File: config.mk
export PLATFORM = sky130hd
export DESIGN_NAME = l2_ewb
export DESIGN_NICKNAME = d
export VERILOG_FILES = /design/src/l2_cache_pkg.sv /design/src/l2_ewb.sv
export SDC_FILE = /design/constraint.sdc
export NUM_CORES = 1
export LEC_CHECK = 0
export BUFFER_PORTS_ARGS = -buffer_cell sky130_fd_sc_hd__buf_2
export CAP_MARGIN = 15
export CORE_AREA = 2 2 224 226
export DETAILED_ROUTE_END_ITERATION = 16
export DIE_AREA = 0 0 226 228
export PLACE_DENSITY = 0.43
export SYNTH_ARGS = -nofsm -noshare
export SYNTH_HDL_FRONTEND = slang
export SYNTH_SLANG_ARGS = --single-unit
export TNS_END_PERCENT = 50
File: constraint.sdc
create_clock -name clk -period 2.34 [get_ports clk]
set_input_delay 0.234 -clock clk [delete_from_list [all_inputs] [get_ports clk]]
set_output_delay 0.234 -clock clk [all_outputs]
set_load 0.01 [all_outputs]
File: src/l2_cache_pkg.sv
/* Geometry constants and shared types for the L2 cache.
   Modules refer to these by scoped names. */

package l2_cache_pkg;

    localparam int num_ways = 4;
    localparam int num_sets = 8;
    localparam int line_bits = 256;

    // Address split, tag:index:offset
    localparam int offset_bits = 5;
    localparam int index_bits = 3;
    localparam int tag_bits = 24;

    // One address word seen whole or split into fields
    typedef union packed {
        logic [31:0] raw;
        struct packed {
            logic [tag_bits-1:0] tag;
            logic [index_bits-1:0] index;
            logic [offset_bits-1:0] offset;
        } fields;
    } l2_addr_u;

    // Tree pseudo-LRU state
    // [2] root, [1] ways 0/1, [0] ways 2/3
    typedef logic [2:0] lru_t;

    // Source of pmem_address
    typedef enum logic {
        cache_read_mem = 1'b0,
        ewb_write_mem = 1'b1
    } pmem_addr_sel_t;

endpackage : l2_cache_pkg

File: src/l2_ewb.sv
/* One-entry eviction write buffer. Holds a pending line write until the
   controller drains it to memory, and serves reads that match it. */

`timescale 1ns/1ps

module l2_ewb (
    input  logic                              clk,
    input  logic                              rst,
    input  logic                              load_ewb,
    input  logic                              wb_ewb,
    input  logic                              tag_check,
    input  l2_cache_pkg::l2_addr_u            address,
    input  logic [l2_cache_pkg::line_bits-1:0] wdata,
    output logic                              ewb_valid,
    output logic                              ewb_hit,
    output l2_cache_pkg::l2_addr_u            ewb_address,
    output logic [l2_cache_pkg::line_bits-1:0] ewb_data
);

always_ff @(posedge clk)
begin
    if (rst)
    begin
        ewb_valid <= 1'b0;
    end
    else if (load_ewb)
    begin
        ewb_valid <= 1'b1;
    end
    else if (wb_ewb)
    begin
        ewb_valid <= 1'b0; // Drained to memory
    end
end

always_ff @(posedge clk)
begin
    if (load_ewb)
    begin
        ewb_address <= address;
        ewb_data <= wdata;
    end
end

// Whole line address must match
assign ewb_hit = tag_check && ewb_valid && (address.raw == ewb_address.raw);

// Controller may only drain a full buffer
assert property (@(posedge clk) disable iff (rst) wb_ewb |-> ewb_valid)
    else $error("EWB drained while empty");

// A full buffer is drained before it is loaded again
assert property (@(posedge clk) disable iff (rst) load_ewb |-> !ewb_valid)
    else $error("EWB loaded while still holding a write");

endmodule : l2_ewb

==> impl_metrics.tcl <==
set metrics [dict create \
    crit_path_end "ewb_hit" \
    antenna_found_initial 4 \
    maxCapViolCount 0 \
    worstSkewPairLatency_ps 520 \
    cts_tree "built" \
    start_kind "flop" \
    cts_setup_buffers 0 \
    initial_core_util_pct 18.32 \
    postSynthNetCount 629 \
    slew_headroom_pct 72.62 \
    synthToLayoutAreaGrowth_pct 88.30 \
    grt_pass1_vias 7604 \
    num_rows 82 \
    drtAntennaViolNets 0 \
    yosysSeqAreaShare_pct 95.90 \
    gp_congestion 0.8184 \
    r2r_start "ewb_valid" \
    rsz0062_at_grt "false" \
    layout_commonest_cell "buf_2" \
    via_count 6882 \
    grt_max_degree 63 \
    synth_top_area_share_pct 95.68 \
    via_per_inst 3.513 \
    io_buffers 582 \
    p_switching_mw 2.920 \
    syn-cell-area_um2 9039 \
    critPathKind "flop to output port" \
    required_ps 2110 \
    swShare_pct 22.18 \
    pwr_density_cell_nw_per_um2 773.6 \
    holdWs_ps 111.1 \
    cp-startpoint "ewb_address[8]" \
    ios 583 \
    die_h_um 228 \
    path_clk_slew_ps 60 \
    grt_usage_pct 11.73 \
    clock_power_share_pct 40.7 \
    p_comb_share_pct 11.6 \
    yosysWarnings 0 \
    power_frac_seq_pct 47.7 \
    drt_iter0_markers 271 \
    grt-ovfl-total 0 \
    dieWidth_um 226 \
    avgSynthCellArea_um2 26.90 \
    holdCritPathClass "input port to flop" \
    syn_inst 336 \
    wl_per_cell_um 16.06 \
    root_buffer "clkbuf_16" \
    synth-seq-cells 289 \
    timing.rr.end "ewb_valid" \
    synthTopCellsByArea "edfxtp_1 96%, xor2_1 2.7%, nor4_1 0.48%, xnor2_1 0.39%, dfxtp_1 0.22%" \
    status "completed" \
    clock_skew_ps 0 \
    fin_crit_sh_pct 95.20 \
    fillerInstances 4866 \
    min_period_ps 2228 \
    drtPass1Iterations 4 \
    r2r_cells 3 \
    layout_common_cells "581 x buf_2, 290 x dlygate4sd3_1, 288 x edfxtp_1, 37 x clkbuf_16, 28 x xor2_1" \
    pre_cts_slack_ps 470.6 \
    drc 0 \
    worst_slack_ps 112.4 \
    drive_gt1_share_pct 50.08 \
    core_um2 49350 \
    tightest_slew_ps 410.7 \
    worstPathMaxFanout 2 \
    clock.fmax_ghz 0.4489 \
    cts.sinks 289 \
    grt_pass1_wl_um 45120 \
    slew_viol_final 0 \
    netlist.top_cell.by_area "edfxtp_1" \
    finalNetCount 1551 \
    finalSetupViolations 0 \
    ys_types 12 \
    final-hold-violation-count 0 \
    cp.arrival_ps 1990 \
    p_int_mw 10.25 \
    wirelength_um 31470 \
    die_area_um2 51530 \
    reg2reg_slack_ps 1170 \
    peakVddDrop_uv 488.5 \
    endpoint_kind "output port" \
    tns_ps 0 \
    dp_hpwl_um 22280 \
    numCtsBuffers 35 \
    clockBufferDepth 3 \
    power_leakage_nw 7.111 \
    htreeDepth 2 \
]
==> worst min-delay path by stage <==
stage | slack, ps | depth (start not counted) | end | start
after floorplan | 310 | 1 | ewb_valid | rst
after global placement | 400 | 2 | ewb_valid | rst
after detailed placement | 400 | 2 | ewb_valid | rst
after CTS | 80 | 1 | ewb_data[193] | load_ewb
after global routing | 90 | 1 | ewb_data[177] | load_ewb
final | 110 | 1 | ewb_data[8] | load_ewb
==> what timing repair did <==
item / 4_1_cts / 5_1_grt
resized for setup: 2 / 1
pin swaps: 3 / 1
hold endpoints to repair: 289 / 0
endpoints found under the setup margin: 1 / 1
hold buffers: 290 / 0
==> Yosys cell counts <==
master,instances
inv_1,1
nor4_1,7
a21oi_1,1
xor2_1,28
nand3_1,1
nor4_2,1
edfxtp_1,288
nand4_1,2
dfxtp_1,1
xnor2_1,4
nor2_1,1
nand2_1,1
==> flip-flops by register name (all words and copies together) (netlist names) <==
register     cells
ewb_address     32
ewb_data       256
ewb_valid        1
==> cell families (layout without fill, tap and decap cells) <==
group           Yosys count  in the layout  synth area share [%]
xor+xnor                 32             32                 3.101
compound gates            1              1               0.05532
other cells               0              3                     0
simple gates             13             13                0.8996
flops                   289            289                 95.90
buf+inv                   1            949               0.04149
==> final cells by class <==
cell class | instances | area (um^2) | area share, %
Inverter | 1 | 3.754 | 0.02205
Tap cell | 672 | 840.8 | 4.940
Multi-Input combinational cell | 46 | 385.4 | 2.264
Timing Repair Buffer | 885 | 5986 | 35.17
Clock inverter | 12 | 130.1 | 0.7645
Clock buffer | 51 | 998.5 | 5.866
Sequential cell | 289 | 8668 | 50.93
Antenna cell | 3 | 7.507 | 0.04411
==> routing by layer <==
layer  global-route usage [%]  share of wire, %
met1                    12.49                37
met2                    20.85                51
met3                    4.019               8.2
met4                    5.153               3.7
met5                        0                 0
==> worst max-delay path: stages (launching register included) <==
cell and delay, ps:
edfxtp_1 400, xor2_1 190, nor4_2 390, nand4_1 150
nor4_2 170, buf_2 170
==> power by group through the flow <==
stage / logic, mW / clock network [mW] / registers (mW)
2_1_floorplan: 0.0513 / 0 / 6.61
3_3_place_gp: 1.14 / 0 / 6.38
3_5_place_dp: 1.14 / 0 / 6.39
4_1_cts: 1.54 / 5.59 / 6.28
5_1_grt: 1.63 / 5.81 / 6.32
6_report: 1.52 / 5.36 / 6.28
==> stage by stage <==
stage / util [%] / total power [mW] / std cells / area (um^2)
floorplan: - / 6.663 / 336 / 9039
global placement: 26.27 / 7.516 / 1603 / 12960
detailed placement: 26.27 / 7.524 / 1603 / 12960
CTS: 34.46 / 13.41 / 1956 / 17010
global route: 34.49 / 13.76 / 1959 / 17020
finish: 34.49 / 13.17 / 1959 / 17020
Note: power is estimated with default switching activity, not from simulation.
