<file path="config.mk">
export PLATFORM = sky130hd
export DESIGN_NAME = l2_cache_control
export DESIGN_NICKNAME = d
export VERILOG_FILES = /design/src/l2_cache_pkg.sv /design/src/perf_counter.sv /design/src/l2_cache_control.sv
export SDC_FILE = /design/constraint.sdc
export NUM_CORES = 1
export LEC_CHECK = 0
export BUFFER_PORTS_ARGS = -buffer_cell sky130_fd_sc_hd__buf_2
export CORE_MARGIN = 10
export CORE_UTILIZATION = 50
export CTS_BUF_LIST = sky130_fd_sc_hd__clkbuf_4 sky130_fd_sc_hd__clkbuf_8
export CTS_CLUSTER_DIAMETER = 50
export DETAILED_ROUTE_END_ITERATION = 10
export PLACE_DENSITY = 0.83
export SETUP_SLACK_MARGIN = 0.3
export SYNTH_ARGS = -nofsm -noshare
export SYNTH_HDL_FRONTEND = slang
export SYNTH_HIERARCHICAL = 1
export SYNTH_SLANG_ARGS = --single-unit
</file>
<file path="constraint.sdc">
create_clock -name clk -period 2.15 [get_ports clk]
set_input_delay 0.3225 -clock clk [delete_from_list [all_inputs] [get_ports clk]]
set_output_delay 0.3225 -clock clk [all_outputs]
set_load 0.005 [all_outputs]
</file>
<file path="src/l2_cache_pkg.sv">
/* Geometry constants and shared types for the L2 cache.
   Modules refer to these by scoped names. */

package l2_cache_pkg;

    localparam int num_ways = 4;
    localparam int num_sets = 8;
    localparam int line_bits = 256;

    // Address split, tag:index:offset
    localparam int offset_bits = 5;
    localparam int index_bits = 3;
    localparam int tag_bits = 24;

    // One address word seen whole or split into fields
    typedef union packed {
        logic [31:0] raw;
        struct packed {
            logic [tag_bits-1:0] tag;
            logic [index_bits-1:0] index;
            logic [offset_bits-1:0] offset;
        } fields;
    } l2_addr_u;

    // Tree pseudo-LRU state
    // [2] root, [1] ways 0/1, [0] ways 2/3
    typedef logic [2:0] lru_t;

    // Source of pmem_address
    typedef enum logic {
        cache_read_mem = 1'b0,
        ewb_write_mem = 1'b1
    } pmem_addr_sel_t;

endpackage : l2_cache_pkg

</file>
<file path="src/perf_counter.sv">
/* Saturating event counter with a sticky overflow flag. */

`timescale 1ns/1ps

module perf_counter #(
    parameter int perf_width = 16
) (
    input  logic                  clk,
    input  logic                  rst,
    input  logic                  count,
    output logic                  overflow,
    output logic [perf_width-1:0] out
);

always_ff @(posedge clk)
begin
    if (rst)
    begin
        out <= '0;
        overflow <= 1'b0;
    end
    else if (count)
    begin
        if (&out)
            overflow <= 1'b1; // Held at all ones
        else
            out <= out + 1'b1;
    end
end

endmodule : perf_counter

</file>
<file path="src/l2_cache_control.sv">
/* L2 cache controller FSM. Sequences hits, refills, EWB loads and
   write-backs, picks victims by tree pseudo-LRU and counts read misses. */

`timescale 1ns/1ps

module l2_cache_control #(
    parameter int perf_width = 16,
    parameter int drain_delay = 2
) (
    input  logic clk,
    input  logic rst,
    input  logic mem_read,
    input  logic mem_write,
    input  logic pmem_resp,
    input  logic ewb_hit,
    input  logic ewb_valid,
    input  logic hit,
    input  logic [3:0] way_hit,
    input  logic [3:0] valid_dataout,
    input  l2_cache_pkg::lru_t lru_dataout,
    output logic mem_resp,
    output logic pmem_read,
    output logic pmem_write,
    output logic tag_check,
    output logic load_ewb,
    output logic wb_ewb,
    output logic valid_load_0,
    output logic valid_load_1,
    output logic valid_load_2,
    output logic valid_load_3,
    output logic valid_datain_0,
    output logic valid_datain_1,
    output logic valid_datain_2,
    output logic valid_datain_3,
    output logic tag_load_0,
    output logic tag_load_1,
    output logic tag_load_2,
    output logic tag_load_3,
    output logic data_load_0,
    output logic data_load_1,
    output logic data_load_2,
    output logic data_load_3,
    output logic lru_load,
    output l2_cache_pkg::lru_t lru_datain,
    output logic [1:0] dataout_sel,
    output l2_cache_pkg::pmem_addr_sel_t pmem_address_sel,
    output logic [perf_width-1:0] l2_miss,
    output logic l2_miss_overflow
);

localparam int cnt_w = $clog2(drain_delay + 1);

localparam logic [2:0] DEFAULT = 3'd0;
localparam logic [2:0] EWB_LOAD = 3'd1;
localparam logic [2:0] COUNTDOWN = 3'd2;
localparam logic [2:0] WRITE_BACK = 3'd3;
localparam logic [2:0] HIT_DETECT = 3'd4;
localparam logic [2:0] MEM_READ = 3'd5;

logic [2:0] state;
logic [2:0] next_state;
logic [cnt_w-1:0] idle_cnt;
logic idle_done;
logic miss_strobe;
logic [1:0] hit_way;
logic [1:0] victim;
logic [3:0] valid_load_v;
logic [3:0] valid_datain_v;
logic [3:0] tag_load_v;
logic [3:0] data_load_v;

// Point the tree away from the way just used
function automatic l2_cache_pkg::lru_t lru_touch(input logic [1:0] way,
                                                 input l2_cache_pkg::lru_t cur);
    case (way)
        2'd0: lru_touch = {1'b0, 1'b0, cur[0]};
        2'd1: lru_touch = {1'b0, 1'b1, cur[0]};
        2'd2: lru_touch = {1'b1, cur[1], 1'b0};
        default: lru_touch = {1'b1, cur[1], 1'b1};
    endcase
endfunction

perf_counter #(.perf_width(perf_width)) miss_counter_i (
    .clk(clk),
    .rst(rst),
    .count(miss_strobe),
    .overflow(l2_miss_overflow),
    .out(l2_miss)
);

always_comb
begin
    hit_way = 2'd0;
    if (way_hit[1])
        hit_way = 2'd1;
    else if (way_hit[2])
        hit_way = 2'd2;
    else if (way_hit[3])
        hit_way = 2'd3;
end

always_comb
begin
    if (!valid_dataout[0])
        victim = 2'd0;
    else if (!valid_dataout[1])
        victim = 2'd1;
    else if (!valid_dataout[2])
        victim = 2'd2;
    else if (!valid_dataout[3])
        victim = 2'd3;
    else if (!lru_dataout[2])
        victim = lru_dataout[0] ? 2'd2 : 2'd3;
    else
        victim = lru_dataout[1] ? 2'd0 : 2'd1;
end

// Idle cycles spent in COUNTDOWN, restarted by any request
always_ff @(posedge clk)
begin
    if (rst || state != COUNTDOWN || mem_read || mem_write)
        idle_cnt <= '0;
    else
        idle_cnt <= idle_cnt + 1'b1;
end

assign idle_done = (idle_cnt == cnt_w'(drain_delay - 1));

always_comb
begin
    mem_resp = 1'b0;
    pmem_read = 1'b0;
    pmem_write = 1'b0;
    tag_check = 1'b0;
    load_ewb = 1'b0;
    wb_ewb = 1'b0;
    valid_load_v = '0;
    valid_datain_v = '0;
    tag_load_v = '0;
    data_load_v = '0;
    lru_load = 1'b0;
    lru_datain = lru_dataout;
    dataout_sel = hit_way;
    pmem_address_sel = l2_cache_pkg::cache_read_mem;
    miss_strobe = 1'b0;

    case (state)
        EWB_LOAD:
        begin
            load_ewb = 1'b1;
            mem_resp = 1'b1;
            valid_load_v = way_hit; // Drop the stale copy, if any
        end
        COUNTDOWN:
            tag_check = 1'b1;
        WRITE_BACK:
        begin
            pmem_write = 1'b1;
            pmem_address_sel = l2_cache_pkg::ewb_write_mem;
            wb_ewb = pmem_resp;
        end
        HIT_DETECT:
        begin
            tag_check = 1'b1;
            if (ewb_hit)
            begin
                mem_resp = 1'b1; // Data comes from the EWB
            end
            else if (hit)
            begin
                mem_resp = 1'b1;
                lru_load = 1'b1;
                lru_datain = lru_touch(hit_way, lru_dataout);
            end
            else
            begin
                miss_strobe = 1'b1;
            end
        end
        MEM_READ:
        begin
            pmem_read = 1'b1;
            if (pmem_resp)
            begin
                tag_load_v = 4'b0001 << victim;
                data_load_v = 4'b0001 << victim;
                valid_load_v = 4'b0001 << victim;
                valid_datain_v = 4'b0001 << victim;
                lru_load = 1'b1;
                lru_datain = lru_touch(victim, lru_dataout);
            end
        end
        default:;
    endcase
end

always_comb
begin
    next_state = state;
    case (state)
        DEFAULT:
        begin
            if (mem_write)
                next_state = ewb_valid ? WRITE_BACK : EWB_LOAD;
            else if (mem_read)
                next_state = HIT_DETECT;
            else if (ewb_valid)
                next_state = COUNTDOWN;
        end
        EWB_LOAD:
            next_state = COUNTDOWN;
        COUNTDOWN:
        begin
            if (mem_read)
                next_state = HIT_DETECT;
            else if (mem_write || idle_done)
                next_state = WRITE_BACK;
        end
        WRITE_BACK:
        begin
            if (pmem_resp)
                next_state = mem_write ? EWB_LOAD : DEFAULT;
        end
        HIT_DETECT:
        begin
            if (ewb_hit || hit)
                next_state = ewb_valid ? COUNTDOWN : DEFAULT;
            else
                next_state = MEM_READ;
        end
        MEM_READ:
        begin
            if (pmem_resp)
                next_state = HIT_DETECT; // Hits on the refilled way
        end
        default:
            next_state = DEFAULT;
    endcase
end

always_ff @(posedge clk)
begin
    if (rst)
        state <= DEFAULT;
    else
        state <= next_state;
end

assign valid_load_0 = valid_load_v[0];
assign valid_load_1 = valid_load_v[1];
assign valid_load_2 = valid_load_v[2];
assign valid_load_3 = valid_load_v[3];
assign valid_datain_0 = valid_datain_v[0];
assign valid_datain_1 = valid_datain_v[1];
assign valid_datain_2 = valid_datain_v[2];
assign valid_datain_3 = valid_datain_v[3];
assign tag_load_0 = tag_load_v[0];
assign tag_load_1 = tag_load_v[1];
assign tag_load_2 = tag_load_v[2];
assign tag_load_3 = tag_load_v[3];
assign data_load_0 = data_load_v[0];
assign data_load_1 = data_load_v[1];
assign data_load_2 = data_load_v[2];
assign data_load_3 = data_load_v[3];

// Response only ends a request the CPU still holds
assert property (@(posedge clk) disable iff (rst) mem_resp |-> (mem_read || mem_write))
    else $error("mem_resp without a CPU request");

endmodule : l2_cache_control

</file>
==> metrics.txt, run 1 <==
Power, Total=approximately 1.0 mW; crit path cell chain=nand4b_1 > o21bai_4 > or2_4 > a21oi_1 > buf_2; critical-path maximum fanout=3; max_slew headroom=0.679; Final Wtd Congestion=between 0.8 and 0.9; remaining global-route overflow=0; synth unique cells=just over 50; adder-cell share of the synthesized area=0.0159; Synth Area in Simple Gates=0.366; pre-CTS WS=about 0.13 ns; via/cell ratio=around 5.7; clock slew at reported path FFs=0.14 ns; syn_nets=230; Tcrit/Tclk final=0.929; worst-skew pair later-pin latency=0.31 ns; Post-DRT Antenna Nets=0; largest net degree at the start of global routing=25; CP Launch Type=flip-flop; Detailed Route Iter0 Violations=~140; Post-Syn Area=0.00157 mm2; area leader, netlist=dfxtp_1; peak supply drop=0.321 mV; Std-Cell Rows=20; RSZ-0062 raised after global routing=yes; ys async rst share=0; # clock sinks=22; WP data required=1.83 ns; Max Transition Viols Final=0; fmax=between 500 and 600 MHz; dominant cells by area after synthesis=dfxtp_1 (28%), a21oi_1 (5.4%), buf_4 (4.8%); first-pass GRT wire length=about 7.6 mm; mux cell area share after synthesis=0.0405; skew final=between 0.01 and 0.015 ns; HPWL Detailed=around 3.5 mm; clk buf depth=2; WS Path Type=flip-flop to primary output; Least-Margin Pin Slew=around 0.48 ns; #FFs+latches synth=22; largest family of logic cells by synthesized area=simple AND/OR/NAND/NOR gates; initial core utilization=0.520; vias in the first global route=1,725; max_cap viols=0; final setup margin=approximately 0.15 ns; Data arrival, critical path=1.68 ns; CTS root buf=clkbuf_4; P_leak=0.965 nW; power per cell area=slightly below 500 mW/mm2; H-Tree Depth=1; num ports=65; Final min period=2.00 ns; Setup TNS=0 ns; slowest stage cell, crit path=dfxtp_4; final setup fails=0; TritonCTS buffer count=3; Hold Path Class=input pin to flip-flop; DIE HEIGHT=between 70 and 80 um; die area=around 0.0058 mm2; IO buf count=64; Core Area=0.00303 mm2; Antenna diodes=0; delay-heaviest family, CP=simple AND/OR/NAND/NOR gates; Post-Synth XOR/XNOR Area=0.00556; Post-synth EDFFs=0; ys flop type=dfxtp_1; GR Util All Layers=0.148; run status=finished, final reports clean; Routed Wire Length=about 4.9 mm; post-synth top area share=0.280; Hold Fails Final Rpt=0; Post-route DRC=0; share of layout cells above drive strength 1=0.408; # fillers=~260; commonest non-fill, non-tap cell in the layout=buf_2; Largest stage delay, worst path=between 0.3 and 0.4 ns; CTS tree=built; Area Growth Syn to Fin=34.2%; final core occ=0.698; Synth Area in Compound Gates=0.198; post-synthesis sequential area ratio=0.280; critical path capture point type=primary output; antenna violations before repair=0; Post-Syn Instances=~210; overall die width=76.1 um; mean post-synth cell area=around 7.5 um2; DR pass1 iterations=4; crit path buf inv count=1; YS warnings=6; Final #Nets=around 300; post-DR wirelength/cell=about 15 um; commonest cells after routing, fill and taps aside=buf_2 (61), nor2_1 (19), a21oi_1 (17), dfxtp_1 (17); via count=1,816
## synth_stat cells, types with 4 or more instances
cell	instances
nor2_1	20
buf_4	10
o21ai_0	11
inv_1	12
and3_1	5
a21oi_1	17
nand2_1	14
nor3_1	7
or3_1	4
nor2b_1	7
nand4_1	4
nand2b_1	9
dfxtp_1	22
nand3_1	11
## cell families (layout without fill, tap and decap cells)
kind of cell | after synthesis | count (layout)
fa+ha+maj | 2 | 2
xor+xnor | 1 | 1
buf+inv | 27 | 95
compound gates | 49 | 49
mux | 6 | 6
simple gates | 102 | 102
flops | 22 | 22
## worst min-delay path, stage by stage
cell and delay, ns:
buf_2 0.13, nand3_1 0.08, a21oi_1 0.06
## path summary, 6_finish.rpt
kind                                 end  slack [ns]                   start  cells past startpoint
hold / removal                  state[2]        0.33                mem_read                      3
hold reg to reg              idle_cnt[0]        0.43             idle_cnt[0]                      1
setup / recovery            valid_load_1        0.15                state[1]                      5
setup reg to reg  miss_counter_i/out[14]        0.38  miss_counter_i/out[11]                      4
## sequential cells by signal, summed over array words and instances (netlist names)
register,cells
miss_counter_i/out,16
miss_counter_i/overflow,1
state,3
idle_cnt,2
## what timing repair did
action                                 in CTS  in global routing
setup buffers                               2                  7
hold buffers                                0                  0
endpoints found under the hold margin       0                  0
setup endpoints to repair                  22                 26
pin swaps                                   1                  1
resized for setup                           4                 18
## metrics by stage
| stage | std cells | hold slack (ns) | instance area (um2) |
|---|---|---|---|
| 3_3_place_gp | 308 | 0.415 | 1900 |
| 4_1_cts | 314 | 0.298 | 1990 |
| 6_report | 321 | 0.326 | 2110 |
| 3_5_place_dp | 308 | 0.416 | 1900 |
| 2_1_floorplan | 209 | 0.392 | 1600 |
| 5_1_grt | 321 | 0.309 | 2110 |
## routing by layer
metal  vias to the layer above  share of wire  GRT usage
met5                         -              0          0
met1                       845           0.43      0.166
li1                        889              -          -
met3                         8          0.062     0.0401
met2                        74           0.49      0.259
met4                         0          0.014     0.0558
## where the power goes
group | switching, mW | total (mW) | internal, mW
Combinational | 0.154 | 0.283 | 0.130
Sequential | 0.0154 | 0.438 | 0.423
Clock | 0.131 | 0.319 | 0.188
Total | 0.300 | 1.04 | 0.741
## area by class of cell
type	count	area (um2)	share of cell area
Multi-Input combinational cell	160	1050	0.495
Tap cell	44	55.1	0.0261
Inverter	12	51.3	0.0243
Clock inverter	1	30.0	0.0142
Clock buffer	3	22.5	0.0107
Sequential cell	22	452	0.214
Timing Repair Buffer	79	455	0.216
No activity file was read; power rests on OpenSTA's default activity.
==> run 2: changes to the inputs <==
Settings changed: CORE_UTILIZATION 50 to 54, CTS_CLUSTER_SIZE set to 40, PLACE_DENSITY 0.83 to 0.88, REMOVE_ABC_BUFFERS set to 1.
Clock period 2.15 ns to 2.4 ns, I/O delays scaled along.
==> run 2 against run 1 <==
Compared with the run above: worst setup slack better by 0.24 ns; highest routed layer unchanged; combinational power is 9.9% lower; critical path type unchanged; total power is 18% lower; clock skew is 0.012 ns lower; die area is 5.5% lower.
==> metrics.txt, run 2 (synthesis gave the netlist of run 1 again) <==
clk buf depth=2; Data arrival, critical path=~1.6 ns; commonest cells after routing, fill and taps aside=buf_2 (65), nor2_1 (20), dfxtp_1 (20); final setup fails=0; max_slew headroom=0.567; worst reg2reg startpoint=state[0]; WS Path Type=flip-flop to primary output; antenna violations before repair=0; DIE HEIGHT=74.0 um; worst reg2reg endpoint=miss_counter_i/out[13]; commonest non-fill, non-tap cell in the layout=buf_2; Hold Fails Final Rpt=0; Top reg by flops=miss_counter_i/out; Least-Margin Pin Slew=about 0.64 ns; DR pass1 iterations=4; Worst R2R Path Depth=7; critical-path maximum fanout=3; num ports=65; Final Wtd Congestion=a little over 0.9; vias in the first global route=between 1,500 and 2,000; RSZ-0062 raised after global routing=yes; WP data required=between 2 and 2.5 ns; HPWL Detailed=about 3.5 mm; Post-DRT Antenna Nets=0; CTS root buf=clkbuf_4; largest net degree at the start of global routing=25; Routed Wire Length=4.70 mm; via count=approximately 1,800; Tcrit/Tclk final=0.835; skew final=between 0.002 and 0.0025 ns; Setup TNS=0 ns; first-pass GRT wire length=7.25 mm; peak supply drop=0.468 mV; fmax=around 500 MHz; # fillers=233; Detailed Route Iter0 Violations=around 110; share of layout cells above drive strength 1=0.363; run status=finished, final reports clean; hold_ws=0.337 ns; DP Cell Count=approximately 290; CTS tree=built; power per cell area=~430 mW/mm2; critical path capture point type=primary output; pre-CTS WS=~0.26 ns; H-Tree Depth=1; Post-route DRC=0; clock slew at reported path FFs=0.12 ns; Final min period=around 2 ns; initial core utilization=0.566; TritonCTS buffer count=3; R2R Setup Slk=0.50 ns; max_cap viols=0; remaining global-route overflow=0; P_leak=0.928 nW; Area Growth Syn to Fin=26.2%; overall die width=roughly 74 um; Core Area=around 0.0028 mm2; via/cell ratio=between 5 and 6; worst-skew pair later-pin latency=roughly 0.31 ns; Antenna diodes=0; final setup margin=between 0.3 and 0.4 ns; Max Transition Viols Final=0; Std-Cell Rows=19; IO buf count=64; CP startpoint=state[0]; die area=0.00547 mm2; max reg flops=16; post-DR wirelength/cell=roughly 15 um; Hold Path Class=input pin to flip-flop; # clock sinks=22; GR Util All Layers=0.156; Final #Nets=295; top flop regs=miss_counter_i/out (16), state (3), idle_cnt (2); non-filler cells, final=a little over 300; CP Launch Type=flip-flop; crit path capture=valid_load_1
-- run 2: layout make-up --
class | count | area, um2 | share of cell area
inverters | 12 | 45.0 | 0.0227
multi-input cells | 160 | 1020 | 0.512
repair buffers | 75 | 404 | 0.204
clock buffers | 4 | 36.3 | 0.0183
flip-flops and latches | 22 | 445 | 0.224
well taps | 31 | 38.8 | 0.0195
-- run 2: worst min path at each step --
stage                start  slack (ns)  cells past startpoint          end
2_1_floorplan  idle_cnt[0]        0.40                      1  idle_cnt[0]
3_3_place_gp   idle_cnt[0]        0.41                      1  idle_cnt[0]
3_5_place_dp   idle_cnt[0]        0.42                      1  idle_cnt[0]
4_1_cts           mem_read        0.32                      3     state[2]
5_1_grt           mem_read        0.34                      3     state[2]
6_report          mem_read        0.34                      3     state[2]
-- run 2: critical path, stage by stage, from the launching register on --
cell and delay, ns:
dfxtp_2 0.35, buf_6 0.09, nand4b_1 0.17, o21bai_4 0.25, or2_4 0.24, a21oi_2 0.11, buf_2 0.12
-- run 2: what timing repair did --
item,in CTS,in global routing
hold endpoints to repair,0,0
pin swaps,1,1
setup buffers,4,5
cloned,0,0
endpoints found under the setup margin,19,20
gates resized for setup,4,8
hold buffers,0,0
-- run 2: report_power, final --
group / switching (mW) / internal [mW]
combinational: 0.137 / 0.118
sequential: 0.00918 / 0.377
clock: 0.116 / 0.0927
total: 0.262 / 0.588
-- run 2: metrics by stage --
| step | power [mW] | instance area (um2) | util |
|---|---|---|---|
| finish | 0.849 | 1990 | 0.714 |
| CTS | 0.831 | 1920 | 0.691 |
| global route | 0.905 | 1990 | 0.714 |
| detailed placement | 0.616 | 1840 | 0.663 |
| global placement | 0.612 | 1840 | 0.663 |
| floorplan | 0.518 | 1470 | - |
-- run 2: routing by layer --
metal  track usage  share of wire  wire length, um  up-vias
met4        0.0248         0.0053               25        0
met1         0.180           0.41             1920      823
met5             0              0                0        -
li1              -              -                -      897
met3        0.0412          0.063              298        4
met2         0.286           0.52             2460       54
==> run 3: changes to the inputs <==
Settings changed: ABC_AREA set to 1, CORE_UTILIZATION 54 to 50, PLACE_DENSITY 0.88 to 0.82.
Clock period 2.4 ns to 1.9 ns, I/O delays scaled along.
==> run 3 against run 2 <==
Compared with the run above: first-iteration DRC count rose by 48%; critical path type unchanged; largest power group is now combinational cells; cell area rose by 18%; sequential share of layout area fell by 3.2 points; count of clock-buffer cells in the layout did not move; clock skew barely moved; critical endpoint is now lru_datain[2].
==> metrics.txt, run 3 <==
crit path buf inv count=5; WP data required=1.62 ns; via count=between 2,000 and 2,500; remaining global-route overflow=0; commonest non-fill, non-tap cell in the layout=nand2_1; Worst R2R Path Depth=13; adder-cell share of the synthesized area=0.0153; largest family of logic cells by synthesized area=simple AND/OR/NAND/NOR gates; critical path capture point type=primary output; skew final=~0.002 ns; Post-DRT Antenna Nets=0; RSZ-0062 raised after global routing=yes; num ports=65; first-pass GRT wire length=roughly 8 mm; via/cell ratio=approximately 5.2; Final Wtd Congestion=0.948; Core Area=0.00308 mm2; antenna violations before repair=0; post-synth top area share=0.270; H-Tree Depth=1; # clock sinks=22; mux cell area share after synthesis=0; Antenna diodes=0; power per cell area=between 600 and 700 mW/mm2; HPWL Detailed=around 3.6 mm; Post-Synth XOR/XNOR Area=0; clk buf depth=2; die area=0.00594 mm2; max_slew headroom=0.671; Post-Syn Area=about 0.0016 mm2; Largest stage delay, worst path=~0.4 ns; WS Path Type=flip-flop to primary output; share of layout cells above drive strength 1=0.370; ys async rst share=0; #FFs+latches synth=22; Power, Total=around 1.4 mW; vias in the first global route=a little under 2,000; largest net degree at the start of global routing=25; Post-synth EDFFs=0; Post-Syn Instances=approximately 290; Std-Cell Rows=20; Synth Area in Simple Gates=0.450; DR pass1 iterations=4; Hold Path Class=input pin to flip-flop; # fillers=237; slowest stage cell, crit path=dfxtp_2; ys flop type=dfxtp_1; Final #Nets=around 380; critical-path maximum fanout=5; dominant cells by area after synthesis=dfxtp_1 (27%), nand2_1 (18%), nor2_1 (12%); Hold Fails Final Rpt=0; Routed Wire Length=approximately 5.7 mm; crit path cell chain=buf_6 > inv_4 > nand3_4 > inv_4 > buf_6 > nand2_4 > nand2_4 > o221ai_1 > buf_2; peak supply drop=0.457 mV; CP Launch Type=flip-flop; CTS tree=built; max_cap viols=0; Synth Area in Compound Gates=0.0952; DIE HEIGHT=~77 um; Final min period=around 1.9 ns; area leader, netlist=dfxtp_1; clock slew at reported path FFs=around 0.13 ns; hold_ws=just under 0.2 ns; Top reg by flops=miss_counter_i/out; max reg flops=16; synth unique cells=25; Least-Margin Pin Slew=slightly below 0.5 ns; Post-route DRC=0; P_leak=roughly 1.3 nW; top flop regs=miss_counter_i/out (16), state (3), idle_cnt (2); YS warnings=6; Max Transition Viols Final=0; Post-CTS Hold Fix Bufs=0; top post-synthesis cells by count=nand2_1 (79), nor2_1 (50), inv_1 (46), nand3_1 (28), dfxtp_1 (22); post-DR wirelength/cell=between 10 and 15 um; Min-Delay Path Depth=2; initial core utilization=0.530; Detailed Route Iter0 Violations=160; worst-skew pair later-pin latency=around 0.31 ns; Data arrival, critical path=1.61 ns; mean post-synth cell area=around 5.7 um2; post-synthesis sequential area ratio=0.270; final core occ=0.759; commonest cells after routing, fill and taps aside=nand2_1 (71), buf_2 (55), nor2_1 (42); overall die width=about 77 um; CTS root buf=clkbuf_4; CP Depth=9; delay-heaviest family, CP=buffers and inverters; GR Util All Layers=0.161; final setup fails=0; TritonCTS buffer count=3; IO buf count=between 60 and 70; Tcrit/Tclk final=0.996; Area Growth Syn to Fin=43.2%; fmax=between 500 and 600 MHz; most numerous cell in the Yosys netlist=nand2_1; run status=finished, final reports clean
==> run 3: cell types whose count changed after synthesis, moves of 4 or more <==
cell and delta:
and3_1 -5, inv_1 +34, nand2_1 +65, nand2b_1 -9
nand3_1 +17, nor2_1 +30, nor2_2 +4, nor2b_1 -7
or3_1 -4
==> run 3: repair_timing <==
action / in CTS / in global routing
gates cloned: 0 / 0
buffers inserted: 10 / 5
pin swaps: 13 / 11
resized for setup: 49 / 25
setup endpoints to repair: 34 / 42
==> run 3: power by group <==
| group | internal, mW | switching, mW | leakage, nW |
|---|---|---|---|
| clock network | 0.117 | 0.152 | 0.0210 |
| logic | 0.265 | 0.341 | 1.08 |
| registers | 0.493 | 0.0477 | 0.180 |
==> run 3: area by class of cell <==
type                       count  area (um2)  share of cell area
multi-input combinational    204        1090               0.467
timing repair buffer          81         519               0.222
sequential                    22         448               0.192
inverter                      48         185              0.0793
tap                           44        55.1              0.0236
clock buffer                   4        36.3              0.0155
==> run 3: worst paths after layout <==
path / from / to / slack, ns
worst max-delay path: state[1] / lru_datain[2] / 0.007
worst min-delay path: rst / state[1] / 0.19
worst max register to register: state[0] / miss_counter_i/out[13] / 0.33
worst min register to register: idle_cnt[0] / idle_cnt[0] / 0.43
==> run 3: metal layers <==
metal / track usage / up-vias / part of all wire
met5: 0 / - / 0
met4: 0.0639 / 0 / 0.032
met3: 0.0583 / 17 / 0.075
met2: 0.289 / 95 / 0.51
met1: 0.167 / 951 / 0.38
li1: - / 1032 / -
==> run 3: stage by stage <==
| stage | TNS [ns] | cells | area (um2) | setup slack [ns] |
|---|---|---|---|---|
| floorplan | 0 | 274 | 1540 | 0.305 |
| global placement | 0 | 384 | 1930 | 0.108 |
| detailed placement | 0 | 384 | 1930 | 0.0316 |
| CTS | 0 | 398 | 2180 | 0.104 |
| global route | -0.159 | 403 | 2330 | -0.0750 |
| finish | 0 | 403 | 2330 | 0.00686 |
==> run 3: logic make-up after synthesis <==
| family | Yosys count |
|---|---|
| flip-flops | 22 |
| adder cells (fa/ha/maj) | 2 |
| AO/OA/AOI/OAI | 29 |
| buffers and inverters | 60 |
| AND/OR/NAND/NOR | 173 |
